## src/logic/decode_pkg.sv

```systemverilog
// RV64 decode stage definitions
`default_nettype none

package decode_pkg;

    localparam int xlen       = 64;
    localparam int reg_addr_w = 5;
    localparam int num_regs   = 32;

    // major opcodes of the kept table
    localparam logic [6:0] opc_op        = 7'b0110011;
    localparam logic [6:0] opc_op_imm    = 7'b0010011;
    localparam logic [6:0] opc_op_32     = 7'b0111011;
    localparam logic [6:0] opc_op_imm_32 = 7'b0011011;
    localparam logic [6:0] opc_lui       = 7'b0110111;
    localparam logic [6:0] opc_auipc     = 7'b0010111;
    localparam logic [6:0] opc_jal       = 7'b1101111;
    localparam logic [6:0] opc_jalr      = 7'b1100111;
    localparam logic [6:0] opc_branch    = 7'b1100011;
    localparam logic [6:0] opc_load      = 7'b0000011;
    localparam logic [6:0] opc_store     = 7'b0100011;

    localparam logic [6:0] funct7_base = 7'b0000000;
    localparam logic [6:0] funct7_alt  = 7'b0100000;  // sub, sra
    localparam logic [5:0] funct6_base = 6'b000000;   // rv64 shift-immediate forms
    localparam logic [5:0] funct6_alt  = 6'b010000;

    typedef struct packed {
        logic [6:0]            funct7;
        logic [reg_addr_w-1:0] rs2;
        logic [reg_addr_w-1:0] rs1;
        logic [2:0]            funct3;
        logic [reg_addr_w-1:0] rd;
        logic [6:0]            opcode;
    } r_fmt_t;

    typedef struct packed {
        logic [11:0]           imm12;
        logic [reg_addr_w-1:0] rs1;
        logic [2:0]            funct3;
        logic [reg_addr_w-1:0] rd;
        logic [6:0]            opcode;
    } i_fmt_t;

    typedef struct packed {
        logic [6:0]            imm_hi;
        logic [reg_addr_w-1:0] rs2;
        logic [reg_addr_w-1:0] rs1;
        logic [2:0]            funct3;
        logic [4:0]            imm_lo;
        logic [6:0]            opcode;
    } s_fmt_t;  // B format shares these positions

    typedef struct packed {
        logic [19:0]           imm20;
        logic [reg_addr_w-1:0] rd;
        logic [6:0]            opcode;
    } u_fmt_t;  // J format shares these positions

    typedef union packed {
        r_fmt_t r;
        i_fmt_t i;
        s_fmt_t s;
        u_fmt_t u;
    } inst_t;

    typedef enum logic [3:0] {
        alu_reg, alu_imm, lui, auipc, jal, jalr, branch, load, store, illegal
    } op_class_e;

    typedef enum logic [3:0] {
        add, sub, slt, sltu, and_op, or_op, xor_op, sll, srl, sra
    } alu_mode_e;

    typedef enum logic [1:0] {
        opa_src1, opa_pc, opa_imm, opa_zero
    } opa_sel_e;

    typedef enum logic [2:0] {
        opb_src2, opb_src2_low6, opb_shamt, opb_imm, opb_zero
    } opb_sel_e;

    typedef struct packed {
        logic [xlen-1:0] pc;
        inst_t           inst;
    } fetch_t;

    typedef struct packed {
        op_class_e             op_class;
        alu_mode_e             alu_mode;
        logic                  alu_word;
        opa_sel_e              a_sel;
        opb_sel_e              b_sel;
        logic [xlen-1:0]       imm;
        logic [reg_addr_w-1:0] rd;
        logic [reg_addr_w-1:0] rs1;
        logic [reg_addr_w-1:0] rs2;
        logic                  uses_rs1;
        logic                  uses_rs2;
        logic                  wen;
    } ctrl_t;

    typedef struct packed {
        logic [xlen-1:0]       alu_a;
        logic [xlen-1:0]       alu_b;
        alu_mode_e             alu_mode;
        logic                  alu_word;
        op_class_e             op_class;
        logic [reg_addr_w-1:0] rd;
        logic                  wen;
        logic [xlen-1:0]       store_data;
        logic [xlen-1:0]       pc;
        inst_t                 inst;
    } issue_t;

endpackage

`default_nettype wire

```

## src/logic/decode_stage.sv

```systemverilog
// RV64 decode stage top
`timescale 1ns/10ps
`default_nettype none

module decode_stage (
    input  logic                                   clk,
    input  logic                                   rst,
    input  logic                                   in_valid,
    input  decode_pkg::fetch_t                     in_fetch,
    output logic                                   ready,
    output logic [decode_pkg::reg_addr_w-1:0]      rs1_addr,
    output logic [decode_pkg::reg_addr_w-1:0]      rs2_addr,
    input  logic [decode_pkg::xlen-1:0]            rs1_data,
    input  logic [decode_pkg::xlen-1:0]            rs2_data,
    input  logic [decode_pkg::num_regs-1:0]        gpr_busy,
    output logic                                   out_valid,
    output decode_pkg::issue_t                     issue
);
    import decode_pkg::*;

    logic   held_valid;
    fetch_t held_fetch;
    ctrl_t  ctrl;
    logic   stall;

    id_stage_reg u_stage_reg (
        .clk        (clk),
        .rst        (rst),
        .in_valid   (in_valid),
        .in_fetch   (in_fetch),
        .stall      (stall),
        .held_valid (held_valid),
        .held_fetch (held_fetch)
    );

    instr_decoder u_decoder (
        .inst (held_fetch.inst),
        .ctrl (ctrl)
    );

    operand_select u_operand_select (
        .held_valid (held_valid),
        .held_fetch (held_fetch),
        .ctrl       (ctrl),
        .rs1_data   (rs1_data),
        .rs2_data   (rs2_data),
        .gpr_busy   (gpr_busy),
        .stall      (stall),
        .out_valid  (out_valid),
        .issue      (issue)
    );

    assign ready    = !stall;
    assign rs1_addr = ctrl.rs1;  // register file read ports
    assign rs2_addr = ctrl.rs2;

endmodule

`default_nettype wire

```

## src/logic/id_stage_reg.sv

```systemverilog
// Decode stage register
`timescale 1ns/10ps
`default_nettype none

module id_stage_reg (
    input  logic               clk,
    input  logic               rst,
    input  logic               in_valid,
    input  decode_pkg::fetch_t in_fetch,
    input  logic               stall,
    output logic               held_valid,
    output decode_pkg::fetch_t held_fetch
);

    always_ff @(posedge clk) begin
        if (rst) begin
            held_valid <= 1'b0;
        end else if (!stall) begin
            held_valid <= in_valid;  // low in_valid loads a bubble
        end
    end

    always_ff @(posedge clk) begin
        if (!stall) begin
            held_fetch <= in_fetch;
        end
    end

    // a stalled item must survive the edge untouched
    hold_on_stall: assert property (
        @(posedge clk) disable iff (rst)
        stall |=> ($stable(held_valid) && $stable(held_fetch))
    ) else $error("stage register changed during stall");

endmodule

`default_nettype wire

```

## src/logic/imm_gen.sv

```systemverilog
// Immediate generator
`timescale 1ns/10ps
`default_nettype none

module imm_gen (
    input  decode_pkg::inst_t             inst,
    input  decode_pkg::op_class_e         op_class,
    output logic [decode_pkg::xlen-1:0]   imm
);
    import decode_pkg::*;

    logic            sign;
    logic [xlen-1:0] imm_i;
    logic [xlen-1:0] imm_s;
    logic [xlen-1:0] imm_b;
    logic [xlen-1:0] imm_u;
    logic [xlen-1:0] imm_j;

    assign sign  = inst.u.imm20[19];  // instruction bit 31
    assign imm_i = {{(xlen-12){sign}}, inst.i.imm12};
    assign imm_s = {{(xlen-12){sign}}, inst.s.imm_hi, inst.s.imm_lo};
    assign imm_b = {{(xlen-12){sign}}, inst.s.imm_lo[0], inst.s.imm_hi[5:0],
                    inst.s.imm_lo[4:1], 1'b0};
    assign imm_u = {{(xlen-32){sign}}, inst.u.imm20, 12'b0};
    assign imm_j = {{(xlen-20){sign}}, inst.u.imm20[7:0], inst.u.imm20[8],
                    inst.u.imm20[18:9], 1'b0};

    always_comb begin
        case (op_class)
            alu_imm, jalr, load: imm = imm_i;
            store:               imm = imm_s;
            branch:              imm = imm_b;
            lui, auipc:          imm = imm_u;
            jal:                 imm = imm_j;
            default:             imm = '0;  // reg ops and illegal
        endcase
    end

endmodule

`default_nettype wire

```

## src/logic/instr_decoder.sv

```systemverilog
// Instruction decoder
`timescale 1ns/10ps
`default_nettype none

module instr_decoder (
    input  decode_pkg::inst_t inst,
    output decode_pkg::ctrl_t ctrl
);
    import decode_pkg::*;

    op_class_e       op_class;
    alu_mode_e       alu_mode;
    logic            alu_word;
    logic            shift_op;
    opa_sel_e        a_sel;
    opb_sel_e        b_sel;
    logic            uses_rs1;
    logic            uses_rs2;
    logic            wen;
    logic [xlen-1:0] imm;

    imm_gen u_imm_gen (
        .inst     (inst),
        .op_class (op_class),
        .imm      (imm)
    );

    // class and alu mode from opcode, funct3, funct7
    always_comb begin
        op_class = illegal;
        alu_mode = add;
        alu_word = 1'b0;
        shift_op = (inst.r.funct3 == 3'b001) || (inst.r.funct3 == 3'b101);
        case (inst.r.opcode)
            opc_op: begin
                if (inst.r.funct7 == funct7_base) begin
                    op_class = alu_reg;
                    case (inst.r.funct3)
                        3'b000:  alu_mode = add;
                        3'b001:  alu_mode = sll;
                        3'b010:  alu_mode = slt;
                        3'b011:  alu_mode = sltu;
                        3'b100:  alu_mode = xor_op;
                        3'b101:  alu_mode = srl;
                        3'b110:  alu_mode = or_op;
                        default: alu_mode = and_op;
                    endcase
                end else if (inst.r.funct7 == funct7_alt && inst.r.funct3 == 3'b000) begin
                    op_class = alu_reg;
                    alu_mode = sub;
                end else if (inst.r.funct7 == funct7_alt && inst.r.funct3 == 3'b101) begin
                    op_class = alu_reg;
                    alu_mode = sra;
                end
            end
            opc_op_imm: begin
                case (inst.i.funct3)
                    3'b000: {op_class, alu_mode} = {alu_imm, add};
                    3'b010: {op_class, alu_mode} = {alu_imm, slt};
                    3'b011: {op_class, alu_mode} = {alu_imm, sltu};
                    3'b100: {op_class, alu_mode} = {alu_imm, xor_op};
                    3'b110: {op_class, alu_mode} = {alu_imm, or_op};
                    3'b111: {op_class, alu_mode} = {alu_imm, and_op};
                    3'b001: begin
                        if (inst.i.imm12[11:6] == funct6_base) begin
                            {op_class, alu_mode} = {alu_imm, sll};
                        end
                    end
                    default: begin  // 101, srli or srai
                        if (inst.i.imm12[11:6] == funct6_base) begin
                            {op_class, alu_mode} = {alu_imm, srl};
                        end else if (inst.i.imm12[11:6] == funct6_alt) begin
                            {op_class, alu_mode} = {alu_imm, sra};
                        end
                    end
                endcase
            end
            opc_op_32: begin
                if (inst.r.funct3 == 3'b000 && inst.r.funct7 == funct7_base) begin
                    {op_class, alu_mode, alu_word} = {alu_reg, add, 1'b1};
                end else if (inst.r.funct3 == 3'b000 && inst.r.funct7 == funct7_alt) begin
                    {op_class, alu_mode, alu_word} = {alu_reg, sub, 1'b1};
                end
            end
            opc_op_imm_32: begin
                if (inst.i.funct3 == 3'b000) begin
                    {op_class, alu_word} = {alu_imm, 1'b1};  // addiw
                end
            end
            opc_lui:   op_class = lui;
            opc_auipc: op_class = auipc;
            opc_jal:   op_class = jal;
            opc_jalr: begin
                if (inst.i.funct3 == 3'b000) op_class = jalr;
            end
            opc_branch: begin
                if (inst.s.funct3 != 3'b010 && inst.s.funct3 != 3'b011) begin
                    {op_class, alu_mode} = {branch, sub};
                end
            end
            opc_load: begin
                if (inst.i.funct3 != 3'b111) op_class = load;  // lb..ld, lbu..lwu
            end
            opc_store: begin
                if (!inst.s.funct3[2]) op_class = store;  // sb sh sw sd
            end
            default: ;
        endcase
    end

    // operand routing per class
    always_comb begin
        a_sel    = opa_zero;
        b_sel    = opb_zero;
        uses_rs1 = 1'b0;
        uses_rs2 = 1'b0;
        wen      = 1'b0;
        case (op_class)
            alu_reg: begin
                a_sel = opa_src1;
                b_sel = shift_op ? opb_src2_low6 : opb_src2;
                {uses_rs1, uses_rs2, wen} = 3'b111;
            end
            alu_imm: begin
                a_sel = opa_src1;
                b_sel = shift_op ? opb_shamt : opb_imm;
                {uses_rs1, wen} = 2'b11;
            end
            lui:        {a_sel, wen} = {opa_imm, 1'b1};
            auipc, jal: {a_sel, b_sel, wen} = {opa_pc, opb_imm, 1'b1};
            jalr, load: {a_sel, b_sel, uses_rs1, wen} = {opa_src1, opb_imm, 2'b11};
            branch: begin
                {a_sel, b_sel} = {opa_src1, opb_src2};
                {uses_rs1, uses_rs2} = 2'b11;
            end
            store: begin
                {a_sel, b_sel} = {opa_src1, opb_imm};
                {uses_rs1, uses_rs2} = 2'b11;  // rs2 carries store data
            end
            default: ;
        endcase
    end

    always_comb begin
        assert final (!(wen && (op_class inside {branch, store, illegal})))
            else $error("write enable raised for a non-writing class");
    end

    assign ctrl = '{
        op_class: op_class,
        alu_mode: alu_mode,
        alu_word: alu_word,
        a_sel:    a_sel,
        b_sel:    b_sel,
        imm:      imm,
        rd:       inst.r.rd,
        rs1:      inst.r.rs1,
        rs2:      inst.r.rs2,
        uses_rs1: uses_rs1,
        uses_rs2: uses_rs2,
        wen:      wen
    };

endmodule

`default_nettype wire

```

## src/logic/operand_select.sv

```systemverilog
// Operand select and issue
`timescale 1ns/10ps
`default_nettype none

module operand_select (
    input  logic                                held_valid,
    input  decode_pkg::fetch_t                  held_fetch,
    input  decode_pkg::ctrl_t                   ctrl,
    input  logic [decode_pkg::xlen-1:0]         rs1_data,
    input  logic [decode_pkg::xlen-1:0]         rs2_data,
    input  logic [decode_pkg::num_regs-1:0]     gpr_busy,
    output logic                                stall,
    output logic                                out_valid,
    output decode_pkg::issue_t                  issue
);
    import decode_pkg::*;

    logic            conflict_rs1;
    logic            conflict_rs2;
    logic [xlen-1:0] opa;
    logic [xlen-1:0] opb;

    // scoreboard check, x0 included
    assign conflict_rs1 = ctrl.uses_rs1 && gpr_busy[ctrl.rs1];
    assign conflict_rs2 = ctrl.uses_rs2 && gpr_busy[ctrl.rs2];
    assign stall        = held_valid && (conflict_rs1 || conflict_rs2);
    assign out_valid    = held_valid && !(conflict_rs1 || conflict_rs2);

    always_comb begin
        case (ctrl.a_sel)
            opa_src1: opa = rs1_data;
            opa_pc:   opa = held_fetch.pc;
            opa_imm:  opa = ctrl.imm;
            default:  opa = '0;
        endcase
    end

    always_comb begin
        case (ctrl.b_sel)
            opb_src2:      opb = rs2_data;
            opb_src2_low6: opb = {{(xlen-6){1'b0}}, rs2_data[5:0]};
            opb_shamt:     opb = {{(xlen-6){1'b0}}, held_fetch.inst.i.imm12[5:0]};
            opb_imm:       opb = ctrl.imm;
            default:       opb = '0;
        endcase
    end

    always_comb begin
        assert final (!(out_valid && stall))
            else $error("issue strobe raised during a stall");
    end

    assign issue = '{
        alu_a:      opa,
        alu_b:      opb,
        alu_mode:   ctrl.alu_mode,
        alu_word:   ctrl.alu_word,
        op_class:   ctrl.op_class,
        rd:         ctrl.rd,
        wen:        ctrl.wen,
        store_data: rs2_data,
        pc:         held_fetch.pc,
        inst:       held_fetch.inst
    };

endmodule

`default_nettype wire
```

## config.mk

```make
export PLATFORM = sky130hd
export DESIGN_NAME = decode_stage
export DESIGN_NICKNAME = d
export VERILOG_FILES = /design/src/logic/decode_pkg.sv /design/src/logic/decode_stage.sv /design/src/logic/id_stage_reg.sv /design/src/logic/imm_gen.sv /design/src/logic/instr_decoder.sv /design/src/logic/operand_select.sv
export SDC_FILE = /design/constraint.sdc
export NUM_CORES = 1
export LEC_CHECK = 0
export BUFFER_PORTS_ARGS = -buffer_cell sky130_fd_sc_hd__buf_4
export CAP_MARGIN = 20
export CORE_AREA = 2 2 223 225
export CTS_CLUSTER_DIAMETER = 120
export DETAILED_ROUTE_END_ITERATION = 8
export DIE_AREA = 0 0 225 227
export HOLD_SLACK_MARGIN = 0.06
export PLACE_DENSITY = 0.37
export RECOVER_POWER = 25
export SYNTH_ARGS = -nofsm -noshare
export SYNTH_HDL_FRONTEND = slang
export SYNTH_HIERARCHICAL = 1
export SYNTH_SLANG_ARGS = --single-unit
```

## constraint.sdc

```tcl
create_clock -name clk -period 5.18 [get_ports clk]
set_clock_uncertainty 0.2 [all_clocks]
set_input_delay 0.777 -clock clk [delete_from_list [all_inputs] [get_ports clk]]
set_output_delay 0.777 -clock clk [all_outputs]
set_load 0.05 [all_outputs]
```

# Word level (Yosys, flattened, before mapping)
# Index checks and enable logic that the tools add are counted.
# op_classes
n_mux	45
eq_ne	36
n_reduce_logical	26
order_cmp	2
# ops
cell	count
64-bit case mux with 5 select lines	1
64-bit case mux with 4 select lines	1
64-bit case mux with 3 select lines	1
4-bit two-way mux	18
4-bit case mux with 7 select lines	2
4-bit case mux with 11 select lines	1
7-bit by 6-bit == test with 1-bit output (second input constant)	5
7-bit by 5-bit == test with 1-bit output (second input constant)	3
7-bit == test (second input constant)	3
4-bit by 3-bit == test with 1-bit output (second input constant)	4
4-bit case mux with 4 select lines	1
1-bit two-way mux	13
3-bit by 2-bit == test with 1-bit output (second input constant)	4
3-bit == test (second input constant)	4
5-bit by 6-bit less-than comparator with 1-bit output (second input constant)	2
3-bit case mux with 4 select lines	1
6-bit OR reduction	2
1-bit binary-select mux with 5-bit select	2
4-bit by 2-bit == test with 1-bit output (second input constant)	2
1-bit logical AND	8
4-bit case mux with 2 select lines	1
7-bit by 2-bit == test with 1-bit output (second input constant)	1
7-bit logical NOT	1
7-bit OR reduction	1
other kinds (20)	27
# totals
regBits	97
in_bits	259

# Depth between registers and ports, before layout
# Gate-level depths: netlist of the first run.
# depth
word_depth	13
depth_mapped	13
depth_no_buf	11

# Hierarchy
# The synthesis of the first run kept the hierarchy.
# modules_own_cells
module	seq_area_each_um2	n_inst	cells_each	area_per_inst_um2
operand_select	0.0	1	529	3905.0
id_stage_reg	2902.8	1	100	2920.3
instr_decoder	0.0	1	149	1146.1
imm_gen	0.0	1	115	733.2
decode_stage	0.0	1	1	3.8

# Worst setup path after synthesis of the first run
# OpenSTA, ideal clock, no wires.
# synth_path
path_kind	reg2out
start	register, netlist name u_stage_reg/held_fetch[28]
end	output port issue[301] (netlist name)
arrival_ns	4.118
stages_incl_launch_ff	12
path_buffers	2
slack_ns	0.085
path_cell_list	edfxtp_1 > nor4_2 > a211oi_2 > nor4_4 > and2_1 > nand2_1 > buf_6 > nor4b_4 > o21a_1 > buf_4 > mux2i_1 > o21ai_0
# synth_rtl
element	line_no	source
end, declared	decode_stage.sv:17	output decode_pkg::issue_t issue

==> impl_metrics.json, run 1 <==
{
  "status": "finished clean",
  "wl_um": 47240,
  "p_seq_share_pct": 33.4,
  "swShare_pct": 43.17,
  "die_h_um": 227,
  "vdd_drop_max_v": 0.0001462,
  "syn_area_per_cell_um2": 9.741,
  "area_delta_synth_final_pct": 42.37,
  "cp_max_fo": 66,
  "worstPathRequired_ps": 4200,
  "core_region_area_um2": 48550,
  "worst_pin_slew_ps": 881.3,
  "powerDensity_nw_per_um2": 237.8,
  "htree_levels": 3,
  "path_class": "reg2out",
  "fp.dieArea_um2": 51080,
  "wl_per_cell_um": 25.45,
  "synthCells": 894,
  "regToRegSetupSlack_ps": 1630,
  "die_x_um": 225,
  "stdcell_count": 1856,
  "slew_viol_final": 0,
  "place.port_buffers": 573,
  "max_freq_mhz": 202.3,
  "synth_edf_count": 96,
  "critPathLaunch": "u_stage_reg/held_fetch[14]",
  "ys_async_sr_fraction_pct": 0,
  "p_int_mw": 1.675,
  "grt_usage_pct": 17.65,
  "grt_pass1_vias": 8074,
  "p_leak_nw": 5.766,
  "drc": 0,
  "dp_hpwl_um": 37700,
  "drt_pass1_iterations": 5,
  "combPwrFrac_pct": 42.5,
  "worstPathCellList": "buf_4, nor3_2, nand3_1, nand4_1, and2_1, nand2_2, nor4b_4, buf_4, o21a_2, buf_12, mux2i_1, o21ai_0, buf_4",
  "layout-drive-gt1-share_pct": 52.76,
  "reg2reg_from": "u_stage_reg/held_fetch[2]",
  "placed_cells": 1835,
  "avgViaCountPerCell": 4.352,
  "timing.final.crit_share_pct": 95.44,
  "gp_congestion": 0.8670,
  "nets": 1486,
  "ys.flop_type": "edfxtp_1",
  "synth_area_um2": 8708,
  "p_switching_mw": 1.273,
  "ys_seq_area_share_pct": 33.33,
  "critical-path-max-stage-delay_ps": 480,
  "yosysWarnings": 6,
  "arrival_ps": 3970,
  "cts_inserted_buffers": 9,
  "fin_crit_ps": 4944,
  "hold_path_class": "reg2reg",
  "cp-start-kind": "flip-flop",
  "placed_area_um2": 12190,
  "timing.critical_path.to": "issue[302]",
  "yosysUniqueCellTypes": 78,
  "grt_antenna_before_repair": 3,
  "clockPowerShare_pct": 24.0,
  "cts_buffer_depth": 2,
  "drt_iter0_drc": 478,
  "end_kind": "primary output",
  "ios": 574,
  "initial_core_util_pct": 17.94,
  "postRouteAntennaNets": 0,
  "grt_max_degree": 97,
  "ys_seq_elements": 97,
  "holdBufCountCts": 0,
  "path_clk_slew_ps": 80,
  "reg2reg_depth": 10,
  "synthesis.nets": 1153,
  "hold_ws_ps": 339.6,
  "clk_latency_ps": 390,
  "finalHoldViolCount": 0,
  "root_buffer": "clkbuf_16",
  "row_count": 81,
  "synth_top_area_cell": "edfxtp_1",
  "maxSlewHeadroom_pct": 41.24,
  "synth.top_cell.area_share_pct": 33.10,
  "cts.sinks": 97,
  "cts_tree": "done",
  "synthTopCellsByArea": "edfxtp_1, buf_4, mux2i_1",
  "cap_viol_max_count": 0,
  "path_common_cell": "buf_4",
  "rr_endpoint": "u_stage_reg/held_fetch[62]",
  "overflow": 0,
  "vias": 8077,
  "grt_pass1_wl_um": 62890,
  "grt_setup_unrepaired": "yes",
  "fin_area_um2": 12400,
  "slowest_stage": "edfxtp_1",
  "finalSetupViolCount": 0
}
## power groups by stage
stage	Clock, mW	Sequential (mW)	Combinational [mW]
after floorplan	0	0.965	0.903
after global placement	0	1.01	1.28
after detailed placement	0	1.01	1.28
after CTS	0.750	0.990	1.28
after global routing	0.776	0.995	1.31
final	0.708	0.986	1.25
## critical path: cells and delay by family (launching register included)
| family | cells | cell delay [ps] |
|---|---|---|
| AO/OA/AOI/OAI | 2 | 520 |
| buffers and inverters | 4 | 980 |
| flip-flops | 1 | 480 |
| multiplexers | 1 | 130 |
| AND/OR/NAND/NOR | 6 | 1410 |
## cell families after synthesis
family / Yosys count / share of synthesized area (%)
XOR/XNOR: 1 / 0.1006
buffers and inverters: 295 / 23.12
AO/OA/AOI/OAI: 198 / 16.45
multiplexers: 96 / 13.99
AND/OR/NAND/NOR: 207 / 13.00
flip-flops: 97 / 33.33
## worst min-delay path by stage
| stage | startpoint | end | slack (ps) | cells past startpoint |
|---|---|---|---|---|
| floorplan | u_stage_reg/held_valid | u_stage_reg/held_valid | 280 | 2 |
| global placement | u_stage_reg/held_valid | u_stage_reg/held_valid | 300 | 2 |
| detailed placement | u_stage_reg/held_valid | u_stage_reg/held_valid | 320 | 2 |
| CTS | rst | u_stage_reg/held_valid | 310 | 2 |
| global route | rst | u_stage_reg/held_valid | 310 | 2 |
| finish | u_stage_reg/held_valid | u_stage_reg/held_valid | 340 | 2 |
## layout make-up
class / count / area, um2
Clock buffer: 10 / 229.0
Inverter: 13 / 51.30
Fill cell: 5263 / 36150
Multi-Input combinational cell: 502 / 3871
Clock inverter: 6 / 50.05
Timing Repair Buffer: 604 / 4511
Antenna cell: 2 / 5.005
Tap cell: 622 / 778.2
Sequential cell: 97 / 2903
## layout by cell type, fill, tap and decap left out, types with 3 or more instances in the layout
master / Yosys / routed
mux2_2: 5 / 5
and3b_1: 4 / 4
and2_1: 5 / 5
mux4_2: 11 / 11
clkbuf_16: 0 / 9
a22o_1: 59 / 59
a211oi_1: 8 / 8
a21oi_2: 3 / 3
buf_4: 229 / 470
nand4_1: 4 / 4
a21o_1: 9 / 8
clkbuf_4: 0 / 93
nor4_4: 2 / 3
nand2b_1: 8 / 8
a21oi_1: 8 / 8
mux2i_1: 73 / 73
mux4_1: 7 / 7
nor2b_1: 12 / 11
inv_2: 3 / 3
o21ai_0: 68 / 67
nand2_1: 106 / 105
nand3_1: 7 / 7
nand3b_1: 6 / 6
nor2_1: 21 / 20
inv_1: 10 / 9
o31ai_1: 4 / 3
and2b_1: 3 / 3
nor3_2: 3 / 5
a31oi_1: 3 / 3
nor3_1: 5 / 3
nor3b_2: 2 / 4
clkbuf_1: 34 / 34
o21ai_1: 4 / 5
buf_12: 0 / 8
edfxtp_1: 96 / 96
## state kept, by name, summed over array words and instances (netlist names)
register,count
u_stage_reg/held_valid,1
u_stage_reg/held_fetch,96
## per-layer routing
layer	track usage, %	vias up	wire (um)
met5	0	-	10
met4	4.849	2	1059
met3	6.131	41	3810
met2	30.31	397	23510
met1	20.90	3941	18850
li1	-	3696	-
## cell usage after synthesis, types with 3 or more instances
cell and number:
nand4_1 4, nor2b_1 12, nor3_1 5, inv_2 3, clkbuf_1 34, nand3b_1 6
nor3_2 3, buf_6 5, a211oi_1 8, inv_1 10, a21oi_1 8, o21ai_0 68
a22o_1 59, nand2_1 106, mux4_1 7, a21oi_2 3, and2_1 5, mux4_2 11
and2b_1 3, o21a_1 3, buf_4 229, mux2i_1 73, buf_1 7, a21o_1 9
a31oi_1 3, and3b_1 4, o21ai_1 4, buf_2 7, o311ai_0 4, mux2_2 5
nand2b_1 8, o31ai_1 4, edfxtp_1 96, nor2_1 21, nand3_1 7
## stage by stage
step           total power [mW]  setup slack [ps]  utilization [%]  setup TNS [ps]
4_1_cts                   3.021             63.35            25.69               0
2_1_floorplan             1.868             84.79                -               0
3_5_place_dp              2.285             356.2            25.11               0
6_report                  2.948             236.4            25.54               0
3_3_place_gp              2.287             402.6            25.11               0
5_1_grt                   3.083            -7.109            25.53          -14.07
## what timing repair did
item,4_1_cts,5_1_grt
endpoints found under the hold margin,0,0
gates resized for setup,2,7
buffers inserted,0,3
setup endpoints to repair,2,50
(Power assumes the default switching activity.)
==> run 2, diff against run 1 <==
--- a/config.mk
+++ b/config.mk
@@ -7,13 +7,15 @@
 export LEC_CHECK = 0
 export BUFFER_PORTS_ARGS = -buffer_cell sky130_fd_sc_hd__buf_4
 export CAP_MARGIN = 20
-export CORE_AREA = 2 2 223 225
+export CELL_PAD_IN_SITES_DETAIL_PLACEMENT = 1
+export CELL_PAD_IN_SITES_GLOBAL_PLACEMENT = 1
+export CORE_AREA = 2 2 222 224
 export CTS_CLUSTER_DIAMETER = 120
 export DETAILED_ROUTE_END_ITERATION = 8
-export DIE_AREA = 0 0 225 227
+export DIE_AREA = 0 0 224 226
 export HOLD_SLACK_MARGIN = 0.06
-export PLACE_DENSITY = 0.37
-export RECOVER_POWER = 25
+export PLACE_DENSITY = 0.49
+export RECOVER_POWER = 50
 export SYNTH_ARGS = -nofsm -noshare
 export SYNTH_HDL_FRONTEND = slang
 export SYNTH_HIERARCHICAL = 1
==> run 2 against run 1 <==
  * Sequential power fell by 0.5%
  * Fmax fell by 0.65%
  * Power rose by 1.5%
  * Wire length rose by 6.7%
  * Cell count rose by 1.6%
  * Critical path type unchanged
  * Largest power group unchanged
  * Highest routed layer is now met4
==> impl_metrics.json, run 2 (synthesis gave the netlist of run 1 again) <==
{
  "status": "finished clean",
  "initial_core_util_pct": 18.01,
  "drt_pass1_iterations": 5,
  "dp_hpwl_um": 40690,
  "path_class": "reg2out",
  "drt_iter0_drc": 389,
  "ios": 574,
  "wl_met3_um": 3763,
  "area_delta_synth_final_pct": 39.55,
  "highest_layer": "met4",
  "hold_ws_ps": 344.7,
  "die_h_um": 226,
  "grt_pass1_vias": 8537,
  "grt_usage_pct": 19.14,
  "fin_ws_ps": 204.2,
  "layout-drive-gt1-share_pct": 44.05,
  "placed_area_um2": 12160,
  "end_kind": "primary output",
  "post-place-ws_ps": 191.9,
  "p_seq_share_pct": 32.8,
  "rr_endpoint": "u_stage_reg/held_fetch[63]",
  "grt_antenna_before_repair": 7,
  "arrival_ps": 4000,
  "wl_met2_um": 26790,
  "timing.final.crit_share_pct": 96.06,
  "worstPathRequired_ps": 4200,
  "cp_max_fo": 66,
  "cap_viol_max_count": 0,
  "vias": 8272,
  "row_count": 81,
  "reg.largest.list": "u_stage_reg/held_fetch x96, u_stage_reg/held_valid x1",
  "top_register": "u_stage_reg/held_fetch",
  "stdcell_count": 1886,
  "finalSetupViolCount": 0,
  "die_x_um": 224,
  "power_mw": 2.991,
  "cts_tree": "done",
  "cts_inserted_buffers": 9,
  "finalSetupTns_ps": 0,
  "root_buffer": "clkbuf_16",
  "htree_levels": 3,
  "cts_buffer_depth": 2,
  "timing.critical_path.to": "issue[289]",
  "regToRegSetupSlack_ps": 1370,
  "p_switching_mw": 1.300,
  "postRouteAntennaNets": 0,
  "core_region_area_um2": 48340,
  "cts.sinks": 97,
  "fin_area_um2": 12150,
  "p_int_mw": 1.692,
  "largest_reg_flops": 96,
  "final_common_cell": "buf_4",
  "avgViaCountPerCell": 4.386,
  "most-common-layout-cells": "buf_4, clkbuf_1, nand2_1",
  "reg2reg_depth": 7,
  "nets": 1514,
  "grt_setup_unrepaired": "yes",
  "place.port_buffers": 573,
  "cp-start-kind": "flip-flop",
  "hold_path_class": "reg2reg",
  "wl_per_cell_um": 26.74,
  "reg2reg_from": "u_stage_reg/held_fetch[16]",
  "holdBufCountCts": 0,
  "gp_congestion": 0.8404,
  "grt_max_degree": 67,
  "slew_viol_final": 0,
  "finish.utilization_pct": 25.14,
  "drc": 0,
  "placed_cells": 1837,
  "overflow": 0,
  "swShare_pct": 43.44,
  "grt_pass1_wl_um": 67520,
  "p_leak_nw": 5.472,
  "path_clk_slew_ps": 80,
  "powerDensity_nw_per_um2": 246.2,
  "maxSlewHeadroom_pct": 42.84,
  "clk_latency_ps": 390,
  "max_freq_mhz": 201.0,
  "fp.dieArea_um2": 50620,
  "vdd_drop_max_v": 0.0001196,
  "worst_pin_slew_ps": 861.1,
  "combPwrFrac_pct": 41.3,
  "wl_um": 50420,
  "wl_met1_um": 18830,
  "critPathLaunch": "u_stage_reg/held_fetch[4]",
  "clockPowerShare_pct": 25.9,
  "fin_crit_ps": 4976,
  "finalHoldViolCount": 0
}
[run 2: worst min path at each step]
stage / slack [ps] / end / cells past startpoint / from
floorplan: 280 / u_stage_reg/held_valid / 2 / u_stage_reg/held_valid
global placement: 300 / u_stage_reg/held_valid / 2 / u_stage_reg/held_valid
detailed placement: 330 / u_stage_reg/held_valid / 2 / u_stage_reg/held_valid
CTS: 310 / u_stage_reg/held_fetch[64] / 1 / in_fetch[64]
global route: 320 / u_stage_reg/held_valid / 2 / rst
finish: 340 / u_stage_reg/held_valid / 2 / u_stage_reg/held_valid
[run 2: layer usage]
metal  vias to the layer above  track usage (%)
li1                       3766                -
met1                      4101            20.80
met2                       364            35.17
met3                        41            6.531
met4                         0            5.312
met5                         -                0
[run 2: area by class of cell]
cell class	count	area [um2]
Antenna cell	4	10.01
Clock buffer	9	225.2
Clock inverter	7	83.83
Fill cell	5695	36190
Inverter	13	51.30
Multi-Input combinational cell	502	3861
Sequential cell	97	2903
Tap cell	622	778.2
Timing Repair Buffer	632	4240
[run 2: power groups by stage]
stage / registers [mW] / logic [mW] / clock network, mW
detailed placement: 1.01 / 1.28 / 0
global route: 0.990 / 1.29 / 0.842
global placement: 1.01 / 1.28 / 0
CTS: 0.991 / 1.29 / 0.830
floorplan: 0.965 / 0.903 / 0
finish: 0.981 / 1.23 / 0.776
[run 2: worst max-delay path: stages, from the launching register on]
cell and delay (ps):
edfxtp_1 550, buf_4 210, or3_4 390, nor3b_2 300, a21oi_2 110, and2_4 190
nand2_1 240, nor4b_4 310, buf_4 180, o21a_2 160, buf_12 240, mux2i_1 130
o21ai_0 200, buf_4 250
[run 2: repair_timing]
| action | in CTS | in global routing |
|---|---|---|
| setup endpoints to repair | 64 | 78 |
| pin swaps | 2 | 2 |
| buffers inserted | 3 | 26 |
| gates resized for setup | 2 | 1 |
==> run 3, diff against run 2 <==
--- a/config.mk
+++ b/config.mk
@@ -16,6 +16,7 @@
 export HOLD_SLACK_MARGIN = 0.06
 export PLACE_DENSITY = 0.49
 export RECOVER_POWER = 50
+export SKIP_LAST_GASP = 1
 export SYNTH_ARGS = -nofsm -noshare
 export SYNTH_HDL_FRONTEND = slang
 export SYNTH_HIERARCHICAL = 1
==> constraint.sdc (replaced) <==
create_clock -name clk -period 5.3 [get_ports clk]
set_clock_uncertainty 0.2 [all_clocks]
set_input_delay 0.795 -clock clk [delete_from_list [all_inputs] [get_ports clk]]
set_output_delay 0.795 -clock clk [all_outputs]
set_load 0.05 [all_outputs]
==> run 3 against run 2 <==
  * Flip-flop and latch count did not move
  * Global-route usage is 0.34 points higher
  * Non-clock buffer count decreased by 14
  * Cell count shrank 0.80%
  * Register-to-register slack got worse by 100 ps
  * Critical path depth unchanged
  * Final area down 1.2%
  * Power shrank 3.5%
  * Die area did not move
  * First-iteration DRC count down 15%
  * Critical path type unchanged
  * Critical endpoint is now issue[251]
  * Largest cell class unchanged
==> impl_metrics.json, run 3 (synthesis gave the netlist of run 1 again) <==
{
  "cts_inserted_buffers": 9,
  "stdcell_count": 1871,
  "drt_pass1_iterations": 5,
  "drt_iter0_drc": 330,
  "row_count": 81,
  "powerDensity_nw_per_um2": 240.5,
  "slew_viol_final": 0,
  "max_freq_mhz": 196.2,
  "final_common_cell": "buf_4",
  "cp-start-kind": "flip-flop",
  "area_delta_synth_final_pct": 37.90,
  "placed_cells": 1850,
  "worstPathRequired_ps": 4300,
  "p_leak_nw": 5.386,
  "nets": 1500,
  "critPathLaunch": "u_stage_reg/held_fetch[28]",
  "top_register": "u_stage_reg/held_fetch",
  "place.port_buffers": 573,
  "htree_levels": 3,
  "end_kind": "primary output",
  "grt_setup_unrepaired": "yes",
  "reg2reg_from": "u_stage_reg/held_fetch[6]",
  "hold_depth": 2,
  "grtUsageMet2_pct": 35.57,
  "largest_reg_flops": 96,
  "postRouteAntennaNets": 0,
  "fin_area_um2": 12010,
  "gr-max-usage-layer": "met2",
  "die_x_um": 224,
  "wl_per_cell_um": 27.08,
  "most-common-layout-cells": "buf_4, clkbuf_1, nand2_1",
  "grt_pass1_wl_um": 68630,
  "path_class": "reg2out",
  "hold_path_class": "reg2reg",
  "cp_max_fo": 17,
  "wl_um": 50670,
  "reg2reg_depth": 11,
  "fin_ws_ps": 202.3,
  "vias": 8230,
  "dp_hpwl_um": 41730,
  "initial_core_util_pct": 18.01,
  "use_met1_pct": 21.32,
  "finalSetupTns_ps": 0,
  "maxSlewHeadroom_pct": 40.86,
  "layout-drive-gt1-share_pct": 43.42,
  "grt_antenna_before_repair": 5,
  "clk_latency_ps": 400,
  "finalHoldViolCount": 0,
  "cts.sinks": 97,
  "finalSetupViolCount": 0,
  "grt_usage_pct": 19.48,
  "use_met3_pct": 5.790,
  "grt_pass1_vias": 8805,
  "ios": 574,
  "avgViaCountPerCell": 4.399,
  "root_buffer": "clkbuf_16",
  "reg.largest.list": "u_stage_reg/held_fetch x96, u_stage_reg/held_valid x1",
  "post-place-ws_ps": 302.8,
  "gp_congestion": 0.8473,
  "status": "finished clean",
  "cts_tree": "done",
  "grt_max_degree": 51,
  "drc": 0,
  "fp.dieArea_um2": 50620,
  "min_from": "u_stage_reg/held_valid",
  "vdd_drop_max_v": 0.0001346,
  "path_clk_slew_ps": 80,
  "die_h_um": 226,
  "holdBufCountCts": 0,
  "cap_viol_max_count": 0,
  "arrival_ps": 4100,
  "cts_buffer_depth": 2,
  "placed_area_um2": 12250,
  "core_region_area_um2": 48340,
  "worst_pin_slew_ps": 890.9,
  "timing.final.crit_share_pct": 96.18,
  "fin_crit_ps": 5098,
  "overflow": 0
}
## run 3: cell types whose count changed in the layout (fill, tap and decap cells not counted), sizes merged
cell | before | now
diode | 4 | 3
clkinvlp | 0 | 3
clkbuf | 255 | 254
inv | 16 | 14
clkinv | 3 | 2
buf | 386 | 373
## run 3: cell type report
| cell class | count | area, um2 |
|---|---|---|
| antenna | 3 | 7.507 |
| sequential | 97 | 2903 |
| tap | 622 | 778.2 |
| multi-input combinational | 502 | 3855 |
| inverter | 13 | 51.30 |
| fill | 5700 | 36330 |
| clock inverter | 7 | 70.07 |
| clock buffer | 9 | 225.2 |
| timing repair buffer | 618 | 4119 |
## run 3: worst paths after layout
path / end / slack, ps
max: issue[251] / 200
max reg2reg: u_stage_reg/held_fetch[35] / 1270
min reg2reg: u_stage_reg/held_valid / 330
min: u_stage_reg/held_valid / 330
## run 3: power by group
| part | switching, mW | internal, mW | total, mW |
|---|---|---|---|
| logic | 0.824 | 0.371 | 1.19 |
| registers | 0.0655 | 0.897 | 0.963 |
| clock network | 0.365 | 0.366 | 0.731 |
## run 3: per-stage QoR
stage / power, mW / hold slack [ps] / utilization [%]
after global routing: 3.011 / 330.5 / 24.84
after floorplan: 1.826 / 277.7 / -
after CTS: 3.011 / 317.0 / 25.99
final: 2.888 / 329.1 / 24.84
after global placement: 2.251 / 306.6 / 25.34
after detailed placement: 2.249 / 312.3 / 25.34
## run 3: worst max-delay path: stages (launching register included)
cell and delay [ps]:
edfxtp_1 440, buf_4 180, or4_4 570, nor2_4 120, a211o_1 220, and2_4 190, nand2_1 70, buf_4 190
nor2b_1 320, a21o_1 490, a21o_1 350, mux2i_1 150, o21ai_0 170, buf_4 230
## run 3: routing by layer
| layer | wire (um) | up-vias |
|---|---|---|
| met5 | 0 | - |
| met4 | 1211 | 0 |
| met3 | 3828 | 48 |
| met2 | 26420 | 372 |
| met1 | 19210 | 4077 |
| li1 | - | 3733 |
## run 3: timing repair
action | CTS | global route
endpoints found under the setup margin | 57 | 24
setup buffers | 2 | 0
pin swaps | 1 | 0
gates resized for setup | 1 | 1
